===== src/logic/mem_axi_bridge_config.svh =====
`ifndef MEM_AXI_BRIDGE_CONFIG_SVH
`define MEM_AXI_BRIDGE_CONFIG_SVH

// bus widths, one word per transfer
`define MAB_ADDR_W 32
`define MAB_DATA_W 32

// one strobe per data byte
`define MAB_STRB_W (`MAB_DATA_W / 8)

// axi transaction ids
`define MAB_ID_W 4

// fixed id per requester
`define MAB_FETCH_ID 0
`define MAB_DATA_ID  1

`endif


===== src/logic/mem_axi_pkg.sv =====
`include "mem_axi_bridge_config.svh"

package mem_axi_pkg;

  // single beat per transaction
  localparam logic [7:0] AXI_LEN_SINGLE = 8'd0;

  // size field covers one full data word
  localparam logic [2:0] AXI_SIZE_WORD = 3'($clog2(`MAB_DATA_W / 8));

  localparam logic [1:0] AXI_BURST_INCR = 2'b01;

  // which requester holds the bus
  localparam logic [1:0] OWN_NONE  = 2'd0;
  localparam logic [1:0] OWN_FETCH = 2'd1;
  localparam logic [1:0] OWN_DATA  = 2'd2;

endpackage


===== src/logic/mem_axi_arbiter.sv =====
`timescale 1ns/1ps
`include "mem_axi_bridge_config.svh"

module mem_axi_arbiter (
  input  logic                   clk,
  input  logic                   arst_n_i,
  // fetch port, read only
  input  logic                   fetch_req_i,
  input  logic [`MAB_ADDR_W-1:0] fetch_addr_i,
  output logic [`MAB_DATA_W-1:0] fetch_rdata_o,
  output logic                   fetch_done_o,
  // load/store port
  input  logic                   data_req_i,
  input  logic                   data_we_i,
  input  logic [`MAB_ADDR_W-1:0] data_addr_i,
  input  logic [`MAB_DATA_W-1:0] data_wdata_i,
  input  logic [`MAB_STRB_W-1:0] data_wstrb_i,
  output logic [`MAB_DATA_W-1:0] data_rdata_o,
  output logic                   data_done_o,
  // read master
  output logic                   rd_start_o,
  output logic [`MAB_ADDR_W-1:0] rd_addr_o,
  output logic [`MAB_ID_W-1:0]   rd_id_o,
  input  logic [`MAB_DATA_W-1:0] rd_data_i,
  input  logic                   rd_done_i,
  // write master
  output logic                   wr_start_o,
  output logic [`MAB_ADDR_W-1:0] wr_addr_o,
  output logic [`MAB_DATA_W-1:0] wr_data_o,
  output logic [`MAB_STRB_W-1:0] wr_strb_o,
  output logic [`MAB_ID_W-1:0]   wr_id_o,
  input  logic                   wr_done_i
);

  import mem_axi_pkg::*;

  logic [1:0]             owner_q;
  logic                   idle;
  logic                   grant_data;
  logic                   grant_fetch;
  logic                   finish;
  logic [`MAB_ADDR_W-1:0] addr_q;
  logic [`MAB_ID_W-1:0]   id_q;
  logic [`MAB_DATA_W-1:0] wdata_q;
  logic [`MAB_STRB_W-1:0] wstrb_q;

  // no grant while busy or while a done pulse is out
  assign idle        = (owner_q == OWN_NONE) && !fetch_done_o && !data_done_o;
  assign grant_data  = idle && data_req_i;                // data port wins
  assign grant_fetch = idle && fetch_req_i && !data_req_i;
  assign finish      = rd_done_i || wr_done_i;

  always_ff @(posedge clk or negedge arst_n_i) begin
    if (!arst_n_i) begin
      owner_q      <= OWN_NONE;
      rd_start_o   <= 1'b0;
      wr_start_o   <= 1'b0;
      fetch_done_o <= 1'b0;
      data_done_o  <= 1'b0;
    end else begin
      rd_start_o   <= grant_fetch || (grant_data && !data_we_i);
      wr_start_o   <= grant_data && data_we_i;
      fetch_done_o <= rd_done_i && (owner_q == OWN_FETCH);
      data_done_o  <= finish && (owner_q == OWN_DATA);
      if (grant_data) begin
        owner_q <= OWN_DATA;
      end else if (grant_fetch) begin
        owner_q <= OWN_FETCH;
      end else if (finish) begin
        owner_q <= OWN_NONE; // released together with the done pulse
      end
    end
  end

  // request payload latched at grant
  always_ff @(posedge clk) begin
    if (grant_data) begin
      addr_q  <= data_addr_i;
      id_q    <= `MAB_ID_W'(`MAB_DATA_ID);
      wdata_q <= data_wdata_i;
      wstrb_q <= data_wstrb_i;
    end else if (grant_fetch) begin
      addr_q <= fetch_addr_i;
      id_q   <= `MAB_ID_W'(`MAB_FETCH_ID);
    end
  end

  // read data held for the owner, valid with its done
  always_ff @(posedge clk) begin
    if (rd_done_i && (owner_q == OWN_FETCH)) begin
      fetch_rdata_o <= rd_data_i;
    end
    if (rd_done_i && (owner_q == OWN_DATA)) begin
      data_rdata_o <= rd_data_i;
    end
  end

  assign rd_addr_o = addr_q;
  assign rd_id_o   = id_q;
  assign wr_addr_o = addr_q;
  assign wr_id_o   = id_q;
  assign wr_data_o = wdata_q;
  assign wr_strb_o = wstrb_q;

endmodule


===== src/logic/axi_read_master.sv =====
`timescale 1ns/1ps
`include "mem_axi_bridge_config.svh"

module axi_read_master (
  input  logic                   clk,
  input  logic                   arst_n_i,
  // from the arbiter
  input  logic                   rd_start_i,
  input  logic [`MAB_ADDR_W-1:0] rd_addr_i,
  input  logic [`MAB_ID_W-1:0]   rd_id_i,
  output logic [`MAB_DATA_W-1:0] rd_data_o,
  output logic                   rd_done_o,
  // AR channel
  input  logic                   arready_i,
  output logic                   arvalid_o,
  output logic [`MAB_ADDR_W-1:0] araddr_o,
  output logic [`MAB_ID_W-1:0]   arid_o,
  output logic [7:0]             arlen_o,
  output logic [2:0]             arsize_o,
  output logic [1:0]             arburst_o,
  // R channel
  input  logic                   rvalid_i,
  input  logic [`MAB_DATA_W-1:0] rdata_i,
  output logic                   rready_o
);

  import mem_axi_pkg::*;

  localparam logic [1:0] ST_IDLE = 2'd0;
  localparam logic [1:0] ST_ADDR = 2'd1;
  localparam logic [1:0] ST_DATA = 2'd2;

  logic [1:0]             state_q;
  logic [`MAB_ADDR_W-1:0] addr_q;
  logic [`MAB_ID_W-1:0]   id_q;

  always_ff @(posedge clk or negedge arst_n_i) begin
    if (!arst_n_i) begin
      state_q   <= ST_IDLE;
      rd_done_o <= 1'b0;
    end else begin
      rd_done_o <= 1'b0;
      case (state_q)
        ST_IDLE: begin
          if (rd_start_i) begin
            state_q <= ST_ADDR;
          end
        end
        ST_ADDR: begin
          if (arready_i) begin
            state_q <= ST_DATA; // address taken, wait for the beat
          end
        end
        ST_DATA: begin
          if (rvalid_i) begin
            state_q   <= ST_IDLE;
            rd_done_o <= 1'b1;
          end
        end
        default: state_q <= ST_IDLE;
      endcase
    end
  end

  always_ff @(posedge clk) begin
    if (rd_start_i && (state_q == ST_IDLE)) begin
      addr_q <= rd_addr_i;
      id_q   <= rd_id_i;
    end
    if (rvalid_i && rready_o) begin
      rd_data_o <= rdata_i; // single beat, rlast not needed
    end
  end

  assign arvalid_o = (state_q == ST_ADDR);
  assign rready_o  = (state_q == ST_DATA);
  assign araddr_o  = addr_q;
  assign arid_o    = id_q;
  assign arlen_o   = AXI_LEN_SINGLE;
  assign arsize_o  = AXI_SIZE_WORD;
  assign arburst_o = AXI_BURST_INCR;

endmodule


===== src/logic/axi_write_master.sv =====
`timescale 1ns/1ps
`include "mem_axi_bridge_config.svh"

module axi_write_master (
  input  logic                   clk,
  input  logic                   arst_n_i,
  // from the arbiter
  input  logic                   wr_start_i,
  input  logic [`MAB_ADDR_W-1:0] wr_addr_i,
  input  logic [`MAB_DATA_W-1:0] wr_data_i,
  input  logic [`MAB_STRB_W-1:0] wr_strb_i,
  input  logic [`MAB_ID_W-1:0]   wr_id_i,
  output logic                   wr_done_o,
  // AW channel
  input  logic                   awready_i,
  output logic                   awvalid_o,
  output logic [`MAB_ADDR_W-1:0] awaddr_o,
  output logic [`MAB_ID_W-1:0]   awid_o,
  output logic [7:0]             awlen_o,
  output logic [2:0]             awsize_o,
  output logic [1:0]             awburst_o,
  // W channel
  input  logic                   wready_i,
  output logic                   wvalid_o,
  output logic [`MAB_DATA_W-1:0] wdata_o,
  output logic [`MAB_STRB_W-1:0] wstrb_o,
  output logic                   wlast_o,
  // B channel
  input  logic                   bvalid_i,
  output logic                   bready_o
);

  import mem_axi_pkg::*;

  localparam logic [1:0] ST_IDLE = 2'd0;
  localparam logic [1:0] ST_SEND = 2'd1;
  localparam logic [1:0] ST_RESP = 2'd2;

  logic [1:0]             state_q;
  logic                   aw_ok_q;   // AW accepted
  logic                   w_ok_q;    // W accepted
  logic                   aw_hs;
  logic                   w_hs;
  logic                   both_done;
  logic [`MAB_ADDR_W-1:0] addr_q;
  logic [`MAB_ID_W-1:0]   id_q;
  logic [`MAB_DATA_W-1:0] data_q;
  logic [`MAB_STRB_W-1:0] strb_q;

  assign aw_hs     = awvalid_o && awready_i;
  assign w_hs      = wvalid_o && wready_i;
  // either channel may finish first
  assign both_done = (aw_ok_q || aw_hs) && (w_ok_q || w_hs);

  always_ff @(posedge clk or negedge arst_n_i) begin
    if (!arst_n_i) begin
      state_q   <= ST_IDLE;
      aw_ok_q   <= 1'b0;
      w_ok_q    <= 1'b0;
      wr_done_o <= 1'b0;
    end else begin
      wr_done_o <= 1'b0;
      case (state_q)
        ST_IDLE: begin
          if (wr_start_i) begin
            state_q <= ST_SEND;
          end
        end
        ST_SEND: begin
          if (both_done) begin
            state_q <= ST_RESP;
            aw_ok_q <= 1'b0;
            w_ok_q  <= 1'b0;
          end else begin
            aw_ok_q <= aw_ok_q || aw_hs;
            w_ok_q  <= w_ok_q || w_hs;
          end
        end
        ST_RESP: begin
          if (bvalid_i) begin
            state_q   <= ST_IDLE;
            wr_done_o <= 1'b1; // bresp ignored
          end
        end
        default: state_q <= ST_IDLE;
      endcase
    end
  end

  always_ff @(posedge clk) begin
    if (wr_start_i && (state_q == ST_IDLE)) begin
      addr_q <= wr_addr_i;
      id_q   <= wr_id_i;
      data_q <= wr_data_i;
      strb_q <= wr_strb_i;
    end
  end

  assign awvalid_o = (state_q == ST_SEND) && !aw_ok_q;
  assign wvalid_o  = (state_q == ST_SEND) && !w_ok_q;
  assign bready_o  = (state_q == ST_RESP);
  assign awaddr_o  = addr_q;
  assign awid_o    = id_q;
  assign awlen_o   = AXI_LEN_SINGLE;
  assign awsize_o  = AXI_SIZE_WORD;
  assign awburst_o = AXI_BURST_INCR;
  assign wdata_o   = data_q;
  assign wstrb_o   = strb_q;
  assign wlast_o   = 1'b1; // every beat is the last one

endmodule


===== src/logic/mem_axi_bridge.sv =====
`timescale 1ns/1ps
`include "mem_axi_bridge_config.svh"

module mem_axi_bridge (
  input  logic                   clk,
  input  logic                   arst_n_i,
  // fetch requester
  input  logic                   fetch_req_i,
  input  logic [`MAB_ADDR_W-1:0] fetch_addr_i,
  output logic [`MAB_DATA_W-1:0] fetch_rdata_o,
  output logic                   fetch_done_o,
  // load/store requester
  input  logic                   data_req_i,
  input  logic                   data_we_i,
  input  logic [`MAB_ADDR_W-1:0] data_addr_i,
  input  logic [`MAB_DATA_W-1:0] data_wdata_i,
  input  logic [`MAB_STRB_W-1:0] data_wstrb_i,
  output logic [`MAB_DATA_W-1:0] data_rdata_o,
  output logic                   data_done_o,
  // write address
  input  logic                   awready_i,
  output logic                   awvalid_o,
  output logic [`MAB_ADDR_W-1:0] awaddr_o,
  output logic [`MAB_ID_W-1:0]   awid_o,
  output logic [7:0]             awlen_o,
  output logic [2:0]             awsize_o,
  output logic [1:0]             awburst_o,
  // write data
  input  logic                   wready_i,
  output logic                   wvalid_o,
  output logic [`MAB_DATA_W-1:0] wdata_o,
  output logic [`MAB_STRB_W-1:0] wstrb_o,
  output logic                   wlast_o,
  // write response, resp and id not checked
  input  logic                   bvalid_i,
  output logic                   bready_o,
  input  logic [1:0]             bresp_i,
  input  logic [`MAB_ID_W-1:0]   bid_i,
  // read address
  input  logic                   arready_i,
  output logic                   arvalid_o,
  output logic [`MAB_ADDR_W-1:0] araddr_o,
  output logic [`MAB_ID_W-1:0]   arid_o,
  output logic [7:0]             arlen_o,
  output logic [2:0]             arsize_o,
  output logic [1:0]             arburst_o,
  // read data, resp, last and id not checked
  input  logic                   rvalid_i,
  input  logic [`MAB_DATA_W-1:0] rdata_i,
  output logic                   rready_o,
  input  logic [1:0]             rresp_i,
  input  logic                   rlast_i,
  input  logic [`MAB_ID_W-1:0]   rid_i
);

  logic                   rd_start;
  logic [`MAB_ADDR_W-1:0] rd_addr;
  logic [`MAB_ID_W-1:0]   rd_id;
  logic [`MAB_DATA_W-1:0] rd_data;
  logic                   rd_done;
  logic                   wr_start;
  logic [`MAB_ADDR_W-1:0] wr_addr;
  logic [`MAB_DATA_W-1:0] wr_data;
  logic [`MAB_STRB_W-1:0] wr_strb;
  logic [`MAB_ID_W-1:0]   wr_id;
  logic                   wr_done;

  // requester ports connect by name
  mem_axi_arbiter u_arbiter (
    .rd_start_o (rd_start),
    .rd_addr_o  (rd_addr),
    .rd_id_o    (rd_id),
    .rd_data_i  (rd_data),
    .rd_done_i  (rd_done),
    .wr_start_o (wr_start),
    .wr_addr_o  (wr_addr),
    .wr_data_o  (wr_data),
    .wr_strb_o  (wr_strb),
    .wr_id_o    (wr_id),
    .wr_done_i  (wr_done),
    .*
  );

  axi_read_master u_read_master (
    .rd_start_i (rd_start),
    .rd_addr_i  (rd_addr),
    .rd_id_i    (rd_id),
    .rd_data_o  (rd_data),
    .rd_done_o  (rd_done),
    .*
  );

  axi_write_master u_write_master (
    .wr_start_i (wr_start),
    .wr_addr_i  (wr_addr),
    .wr_data_i  (wr_data),
    .wr_strb_i  (wr_strb),
    .wr_id_i    (wr_id),
    .wr_done_o  (wr_done),
    .*
  );

endmodule


===== config.mk =====
export PLATFORM = sky130hd
export DESIGN_NAME = mem_axi_bridge
export DESIGN_NICKNAME = d
export VERILOG_FILES = /design/src/logic/mem_axi_pkg.sv /design/src/logic/mem_axi_arbiter.sv /design/src/logic/axi_read_master.sv /design/src/logic/axi_write_master.sv /design/src/logic/mem_axi_bridge.sv
export VERILOG_INCLUDE_DIRS = /design/src /design/src/logic
export SDC_FILE = /design/constraint.sdc
export NUM_CORES = 1
export LEC_CHECK = 0
export BUFFER_PORTS_ARGS = -buffer_cell sky130_fd_sc_hd__buf_2
export CORE_AREA = 4 4 159 161
export CTS_BUF_LIST = sky130_fd_sc_hd__clkbuf_16
export CTS_CLUSTER_SIZE = 40
export DETAILED_ROUTE_END_ITERATION = 16
export DIE_AREA = 0 0 163 165
export PLACE_DENSITY = 0.76
export SKIP_CTS_REPAIR_TIMING = 1
export SLEW_MARGIN = 20
export SYNTH_ARGS = -nofsm -noshare
export SYNTH_HDL_FRONTEND = slang
export SYNTH_SLANG_ARGS = --single-unit

===== constraint.sdc =====
create_clock -name clk -period 9.3 [get_ports clk]
set_input_delay 0.93 -clock clk [delete_from_list [all_inputs] [get_ports clk]]
set_output_delay 0.93 -clock clk [all_outputs]
set_load 0.01 [all_outputs]

==> run summary, run 1 <==
The flow ran to the end, and the final reports show no timing, DRC or antenna violations. Once layout is complete, the cells apart from fillers number 1083. The total negative setup slack is 0 ps. The buffer cell driving the clock tree root was sky130_fd_sc_hd__clkbuf_16.

The total chip power was 0.00310 W; the detailed-route vias per instance was 4.23. At the worst endpoint, the required time is 8370 ps. Data arrives at the worst endpoint at 1400 ps. The final route contains 4577 vias. 361 I/O pins were placed.

Summed over all nets, the half-perimeter wirelength after detailed placement is 13600 um. The share of flip-flops with an asynchronous set or reset works out to 0.0498. The power density of the placed cells was 255 nW/um2.

The element type at the critical path start was a flip-flop. The final worst-path cycle share was 0.251; the y dimension of the die was 165 um. The number of input and output port buffers inserted was 314. The run gives 520 ps as the clock latency at the later pin of the worst-skew pair. Measured along the x axis, the die boundary spans 163 um. The repair_antennas step left the layout with diodes totalling 0.

The overall fraction of global-route tracks in use was 0.128; the layout overhead on the synthesized area was 28.9%. In this run the worst hold path is classified as in -> async. Traced cell by cell, the critical path runs through nand2b_1 -> nor2_1 -> buf_2.

The fraction of layout cells with a size suffix above 1 was 0.526. Counting every instance in the synthesized netlist gives 396. In this run the top signal layer used is met4. The initial core utilization is 0.393. In this run the remaining antenna-violating nets after routing total 0. After detailed routing, the met3 layer carries 1790 um of wire. In this run, CTS created clock tree buffers numbering 27.

During synthesis, Yosys emitted a total of 0 warnings. The clock arrives with 12.7 ps of skew. The final-report hold violation count was 0. Detailed routing placed a total of 9490 um of wire on met2. Counting along the longest clock path gives a buffer depth of 3.

Row generation in the floorplan step produced 57 rows. Counting instances in the post-synthesis netlist gives the leading cell types as 266 x sky130_fd_sc_hd__edfxtp_1, 33 x sky130_fd_sc_hd__buf_4, 28 x sky130_fd_sc_hd__mux2_4. The detailed router put a total of 7080 um of wire on met1. The H-tree depth came out at 1. On the critical path, the stage with the largest delay is an instance of sky130_fd_sc_hd__dfrtp_1.

The highest net fanout along the worst path was 5. The wire length of the first global-routing pass was 26100 um. Setup repair after global routing left no endpoint under its margin. The number of storage elements in the synthesis netlist was 281.

Worst IR drop on VDD: 0.111 mV. In the post-synthesis netlist, the biggest area contributors are sky130_fd_sc_hd__edfxtp_1 85%, sky130_fd_sc_hd__mux2_4 4.5%, sky130_fd_sc_hd__dfrtp_1 3.7%. After synthesis, the netlist uses 26 different library cells. For the finished layout, the period the worst path requires is 2330 ps. Timing would allow up to 429 MHz. The dominant synthesized flop cell is sky130_fd_sc_hd__edfxtp_1. Yosys mapped a number of flops with a built-in enable equal to 266. The final-report max-slew violation count was 0; the largest net degree at the start of global routing was 70. For flop-to-flop paths, the worst setup slack is 7060 ps.

Wires add up to 18700 um. The share of Yosys cell area claimed by the top area cell type works out to 0.849. The worst setup path is of the reg -> out kind.

The layout has 1979 filler cells. The delay of the slowest critical-path stage is 420 ps. In this run the static leakage power is 4.78 nW. The worst setup path is captured at an output pin. Most used standard cell by instance count after synthesis: sky130_fd_sc_hd__edfxtp_1. The normalized max-slew margin is 0.432, and the detailed router's first-iteration violation count is 282. The logs give 893 for the post-layout net count and 0 for the final global-route overflow total. Including well taps, the total number of placed cells is 1033. The core region is 24000 um2. The logs give 26900 um2 for the overall die area and 4 for the iteration count of the initial detailed-routing pass.

Max-cap violations in this run came to 0. The number of setup violations in the final report was 0; the share of synthesized area occupied by flip-flops and latches was 0.888. The transition time at the pin with the least slew margin came out at 852 ps.

Synthesized area per cell: 23.8 um2. The clock transition at the registers of the reported paths was 60 ps; the number of global-route vias before repair was 4546. Synthesized area: 9410 um2. For this design, the sink count on the clock tree is 281. The number of remaining DRC errors was 0.

The routed wire length per instance is 17.2 um, and the final weighted congestion in routability-driven placement is 0.719. TritonCTS built the clock tree. Summed over all instances, the cell type with the most area after synthesis is sky130_fd_sc_hd__edfxtp_1.

For the initial antenna violation count, the log shows 0.
## final timing paths
kind | cells after the start | start | end
max | 3 | u_write_master.state_q[1]$_DFFE_PN0P_ | wvalid_o
min | 1 | arst_n_i | u_arbiter.owner_q[0]$_DFFE_PN0P_
max in group asynchronous | 1 | arst_n_i | u_arbiter.data_done_o$_DFF_PN0_
min reg2reg | 0 | u_arbiter.wr_data_o[9]$_DFFE_PP_ | u_write_master.wdata_o[9]$_DFFE_PP_
max reg2reg | 2 | u_write_master.state_q[0]$_DFFE_PN0P_ | u_write_master.wdata_o[31]$_DFFE_PP_
min in group clk | 0 | u_arbiter.wr_data_o[9]$_DFFE_PP_ | u_write_master.wdata_o[9]$_DFFE_PP_
## per-layer routing
layer,up-vias,GRT usage
li1,2149,-
met1,2169,0.153
met2,232,0.228
met3,27,0.0367
met4,0,0.0320
met5,-,0
## worst max-delay path, delay by kind of cell, from the launching register on
| family | cells | cell delay (ps) |
|---|---|---|
| flops | 1 | 420 |
| simple gates | 2 | 340 |
| buf+inv | 1 | 130 |
## cells by family after synthesis
logic type      Yosys count  synth area share
compound gates           10           0.00691
mux                      32            0.0494
other cells               2          0.000798
simple gates             31            0.0201
buf+inv                  40            0.0348
flops                   281             0.888
## registers in the layout, summed over array words and instances, names as in the netlist, 2 cells and up
signal                   flops
u_write_master.state_q       2
u_arbiter.wr_data_o         32
u_arbiter.owner_q            2
u_read_master.rd_data_o     32
u_arbiter.fetch_rdata_o     32
u_read_master.state_q        2
u_write_master.wdata_o      32
u_arbiter.wr_strb_o          4
u_arbiter.data_rdata_o      32
u_write_master.wstrb_o       4
u_write_master.awaddr_o     32
u_read_master.araddr_o      32
u_arbiter.rd_addr_o         32
## layout by cell type (no fill, tap or decap)
cell type / instances
sky130_fd_sc_hd__a22o_1: 1
sky130_fd_sc_hd__mux2_4: 28
sky130_fd_sc_hd__clkinv_2: 6
sky130_fd_sc_hd__nor3b_1: 1
sky130_fd_sc_hd__and3_2: 1
sky130_fd_sc_hd__buf_2: 314
sky130_fd_sc_hd__a21o_1: 2
sky130_fd_sc_hd__nand2_1: 6
sky130_fd_sc_hd__nand2b_1: 2
sky130_fd_sc_hd__conb_1: 33
sky130_fd_sc_hd__clkinv_1: 8
sky130_fd_sc_hd__bufinv_16: 4
sky130_fd_sc_hd__edfxtp_1: 266
sky130_fd_sc_hd__buf_4: 4
sky130_fd_sc_hd__and2_1: 2
sky130_fd_sc_hd__clkbuf_16: 27
sky130_fd_sc_hd__mux2_2: 4
sky130_fd_sc_hd__dfxtp_1: 1
sky130_fd_sc_hd__nor4_4: 1
sky130_fd_sc_hd__a21oi_1: 3
sky130_fd_sc_hd__dfrtp_1: 14
sky130_fd_sc_hd__nand2_4: 1
sky130_fd_sc_hd__o21ai_0: 1
sky130_fd_sc_hd__inv_1: 4
sky130_fd_sc_hd__nor3b_2: 2
sky130_fd_sc_hd__clkinvlp_4: 3
sky130_fd_sc_hd__o2bb2ai_1: 1
sky130_fd_sc_hd__o22ai_1: 2
sky130_fd_sc_hd__nor2b_1: 4
sky130_fd_sc_hd__and3b_2: 2
sky130_fd_sc_hd__nor2_1: 9
sky130_fd_sc_hd__inv_6: 2
## area by class of cell
class                   instances  area, um2  share of cell area
clock buffers                  27        676              0.0557
clock inverters                23        215              0.0177
inverters                       4       20.0             0.00165
multi-input cells             106        853              0.0704
flip-flops and latches        281       8360               0.689
well taps                     324        405              0.0334
repair buffers                318       1600               0.132
## report_power, final
| group | leakage (nW) | internal [W] | switching [W] | total (W) |
|---|---|---|---|---|
| clock | 0.436 | 0.000639 | 0.000434 | 0.00107 |
| sequential | 2.61 | 0.00161 | 0.0000709 | 0.00168 |
| combinational | 1.74 | 0.000131 | 0.000209 | 0.000340 |
| total | 4.78 | 0.00238 | 0.000714 | 0.00310 |
## per-stage QoR
step,instance area (um2),hold slack [ps],utilization,setup WS (ps)
after floorplan,9530,400,-,3230
after global placement,11200,400,0.469,6910
after detailed placement,11200,405,0.469,6880
after CTS,12100,278,0.506,6920
after global routing,12100,279,0.506,6810
final,12100,291,0.506,6970
No activity file was read; power rests on OpenSTA's default activity.
==> run 2, diff against run 1 <==
clock period = 2.35 ns   (was 9.3 ns; I/O delays follow)
==> run summary, run 2 (synthesis results as in run 1) <==
For the overall fraction of global-route tracks in use, the log shows 0.127. For the iteration count of the initial detailed-routing pass, the log shows 4. The wire length after detailed routing is 20300 um, and the detailed router's first-iteration violation count is 334.

The number of sinks on the clock net came out at 281. After layout, the worst setup slack is 409 ps. At the pin with the least slew margin, the transition time is 777 ps.

Based on the critical path, the design can be clocked at up to 515 MHz. Clock tree synthesis inserted a total of 27 buffers. Pin placement for this block handled 361 I/O pins. Setup repair after global routing left no endpoint under its margin. Using the TritonRoute via totals, the vias-per-cell ratio works out to 4.28.

Entering global routing, the biggest net connects 70 pins. Final-report max-slew violation count: 0. The routed wire length per instance works out to 17.3 um.

The run gives 13300 um as the detailed placer's ending HPWL. Setup violations remaining at the end of the flow were counted as 0. Class of the most critical setup path: reg -> reg. The tools report the final-report hold violation count as 0. The finished cells cover 13100 um2.

Dividing total power by cell area gives a power density of 958 nW/um2. The overall die area was 26900 um2. Initial core utilization: 0.393.

The worst min-delay path category was in -> reg. The final worst-path cycle share is 0.826, and the core region area is 24000 um2. The detailed router placed 5016 vias in this run.

Most common library cell in the layout ignoring fill and taps: sky130_fd_sc_hd__buf_2. On the critical path, the stage with the largest delay is an instance of sky130_fd_sc_hd__dfrtp_1. STA classifies the critical path endpoint as a flip-flop.

The tools report the normalized max-slew margin as 0.482. The run gives 0 ps as the total negative setup slack. In the layout the commonest cells are 314 x sky130_fd_sc_hd__buf_2, 266 x sky130_fd_sc_hd__edfxtp_1, 90 x sky130_fd_sc_hd__dlygate4sd3_1, 33 x sky130_fd_sc_hd__conb_1, 28 x sky130_fd_sc_hd__mux2_4. The first global-routing pass estimated 25900 um of wire.

IR analysis of the VDD net gives a maximum drop of 0.509 mV. The area growth from synthesis to layout is 39.1%. The area after detailed placement was 11300 um2; the pre-CTS worst setup slack was 397 ps. Traced cell by cell, the critical path runs through nor4_4 -> nand2_4 -> inv_6 -> mux2_2. For the worst setup path, the data required time is 2610 ps. The congestion estimate from routability-driven global placement came to 0.783.

TritonCTS built the clock tree. Counting tap cells, the placed design contains a total of 1035 instances. Measured along the x axis, the die boundary spans 163 um. The routed design could run at a clock period as short as 1940 ps.

The clock passes through at most 3 buffers. The initial antenna violation count came out at 0. The final antenna-violating net count is 0.

The tool flagged a number of max-cap violations equal to 0. The clock arrives with 6.04 ps of skew. The standard-cell row count is 57. STA classifies the critical path startpoint as a flip-flop. Highest net fanout along the worst path: 33. At the end of the flow, the number of nets in the layout was 985.

At the worst endpoint, the arrival time is 2200 ps. The run finished with clean final reports. The number of buffers and inverters on the critical path was 1. In this run the clock root is driven by a sky130_fd_sc_hd__clkbuf_16.

Y dimension of the die: 165 um. The analysis attributes to cell leakage a power of 5.19 nW. The clock transition at the registers of the reported paths was 60 ps; the H-tree depth was 1. The final hold slack was 21.1 ps.

The repair_antennas step left the layout with diodes totalling 0. Clock latency on the worst-skew pair, taken at its later pin, is 510 ps. The number of global-route vias before repair is 4592, and the final global-route overflow total is 0.

The fraction of layout cells with a size suffix above 1 was 0.473. The worst-case register-to-register setup slack is 410 ps. Final cell count without fillers: 1172.

The cell family with the largest share of critical-path delay was simple AND/OR/NAND/NOR gates. The count of buffers added on input and output ports is 314. Delay of the slowest critical-path stage: 430 ps. For this run, design rule violations remaining after detail routing come to 0.
[run 2: cell count changes in the layout (fill, tap and decap cells not counted)]
cell | before | now
sky130_fd_sc_hd__dlygate4sd3_1 | 0 | 90
sky130_fd_sc_hd__clkinv_1 | 8 | 3
sky130_fd_sc_hd__buf_12 | 0 | 2
sky130_fd_sc_hd__inv_1 | 4 | 6
sky130_fd_sc_hd__nor3b_2 | 2 | 0
sky130_fd_sc_hd__nor3b_4 | 0 | 2
sky130_fd_sc_hd__bufinv_16 | 4 | 5
sky130_fd_sc_hd__clkinv_2 | 6 | 5
sky130_fd_sc_hd__clkinv_4 | 0 | 1
sky130_fd_sc_hd__clkinvlp_4 | 3 | 2
[run 2: path summary, 6_finish.rpt]
kind | endpoint | cells past startpoint | startpoint
setup / recovery | u_arbiter.rd_addr_o[31]$_DFFE_PP_ | 4 | u_arbiter.owner_q[1]$_DFFE_PN0P_
hold / removal | u_arbiter.rd_addr_o[12]$_DFFE_PP_ | 2 | fetch_addr_i[12]
min in group asynchronous | u_read_master.state_q[0]$_DFFE_PN0P_ | 2 | arst_n_i
setup reg to reg | u_arbiter.rd_addr_o[31]$_DFFE_PP_ | 4 | u_arbiter.owner_q[1]$_DFFE_PN0P_
max in group asynchronous | u_read_master.rd_done_o$_DFF_PN0_ | 2 | arst_n_i
hold reg to reg | u_write_master.wdata_o[9]$_DFFE_PP_ | 0 | u_arbiter.wr_data_o[9]$_DFFE_PP_
[run 2: layer usage]
metal	track usage	up-vias	wire length (um)
met5	0	-	0
met4	0.0301	0	301
met3	0.0439	33	1980
met2	0.227	270	10600
met1	0.148	2377	7380
li1	-	2336	-
[run 2: power breakdown]
group,internal (W),switching (W)
sequential,0.00638,0.000289
combinational,0.000651,0.000862
clock,0.00264,0.00173
total,0.00967,0.00288
[run 2: metrics by stage]
| step | utilization | power [W] |
|---|---|---|
| after CTS | 0.509 | 0.0125 |
| after global placement | 0.471 | 0.00812 |
| after floorplan | - | 0.00756 |
| after global routing | 0.547 | 0.0131 |
| final | 0.547 | 0.0126 |
| after detailed placement | 0.471 | 0.00819 |
[run 2: layout make-up]
type / count / area (um2)
fill: 1848 / 10900
sequential: 281 / 8360
timing repair buffer: 410 / 2540
multi-input combinational: 106 / 866
clock buffer: 27 / 676
tap: 324 / 405
clock inverter: 20 / 230
inverter: 4 / 20.0
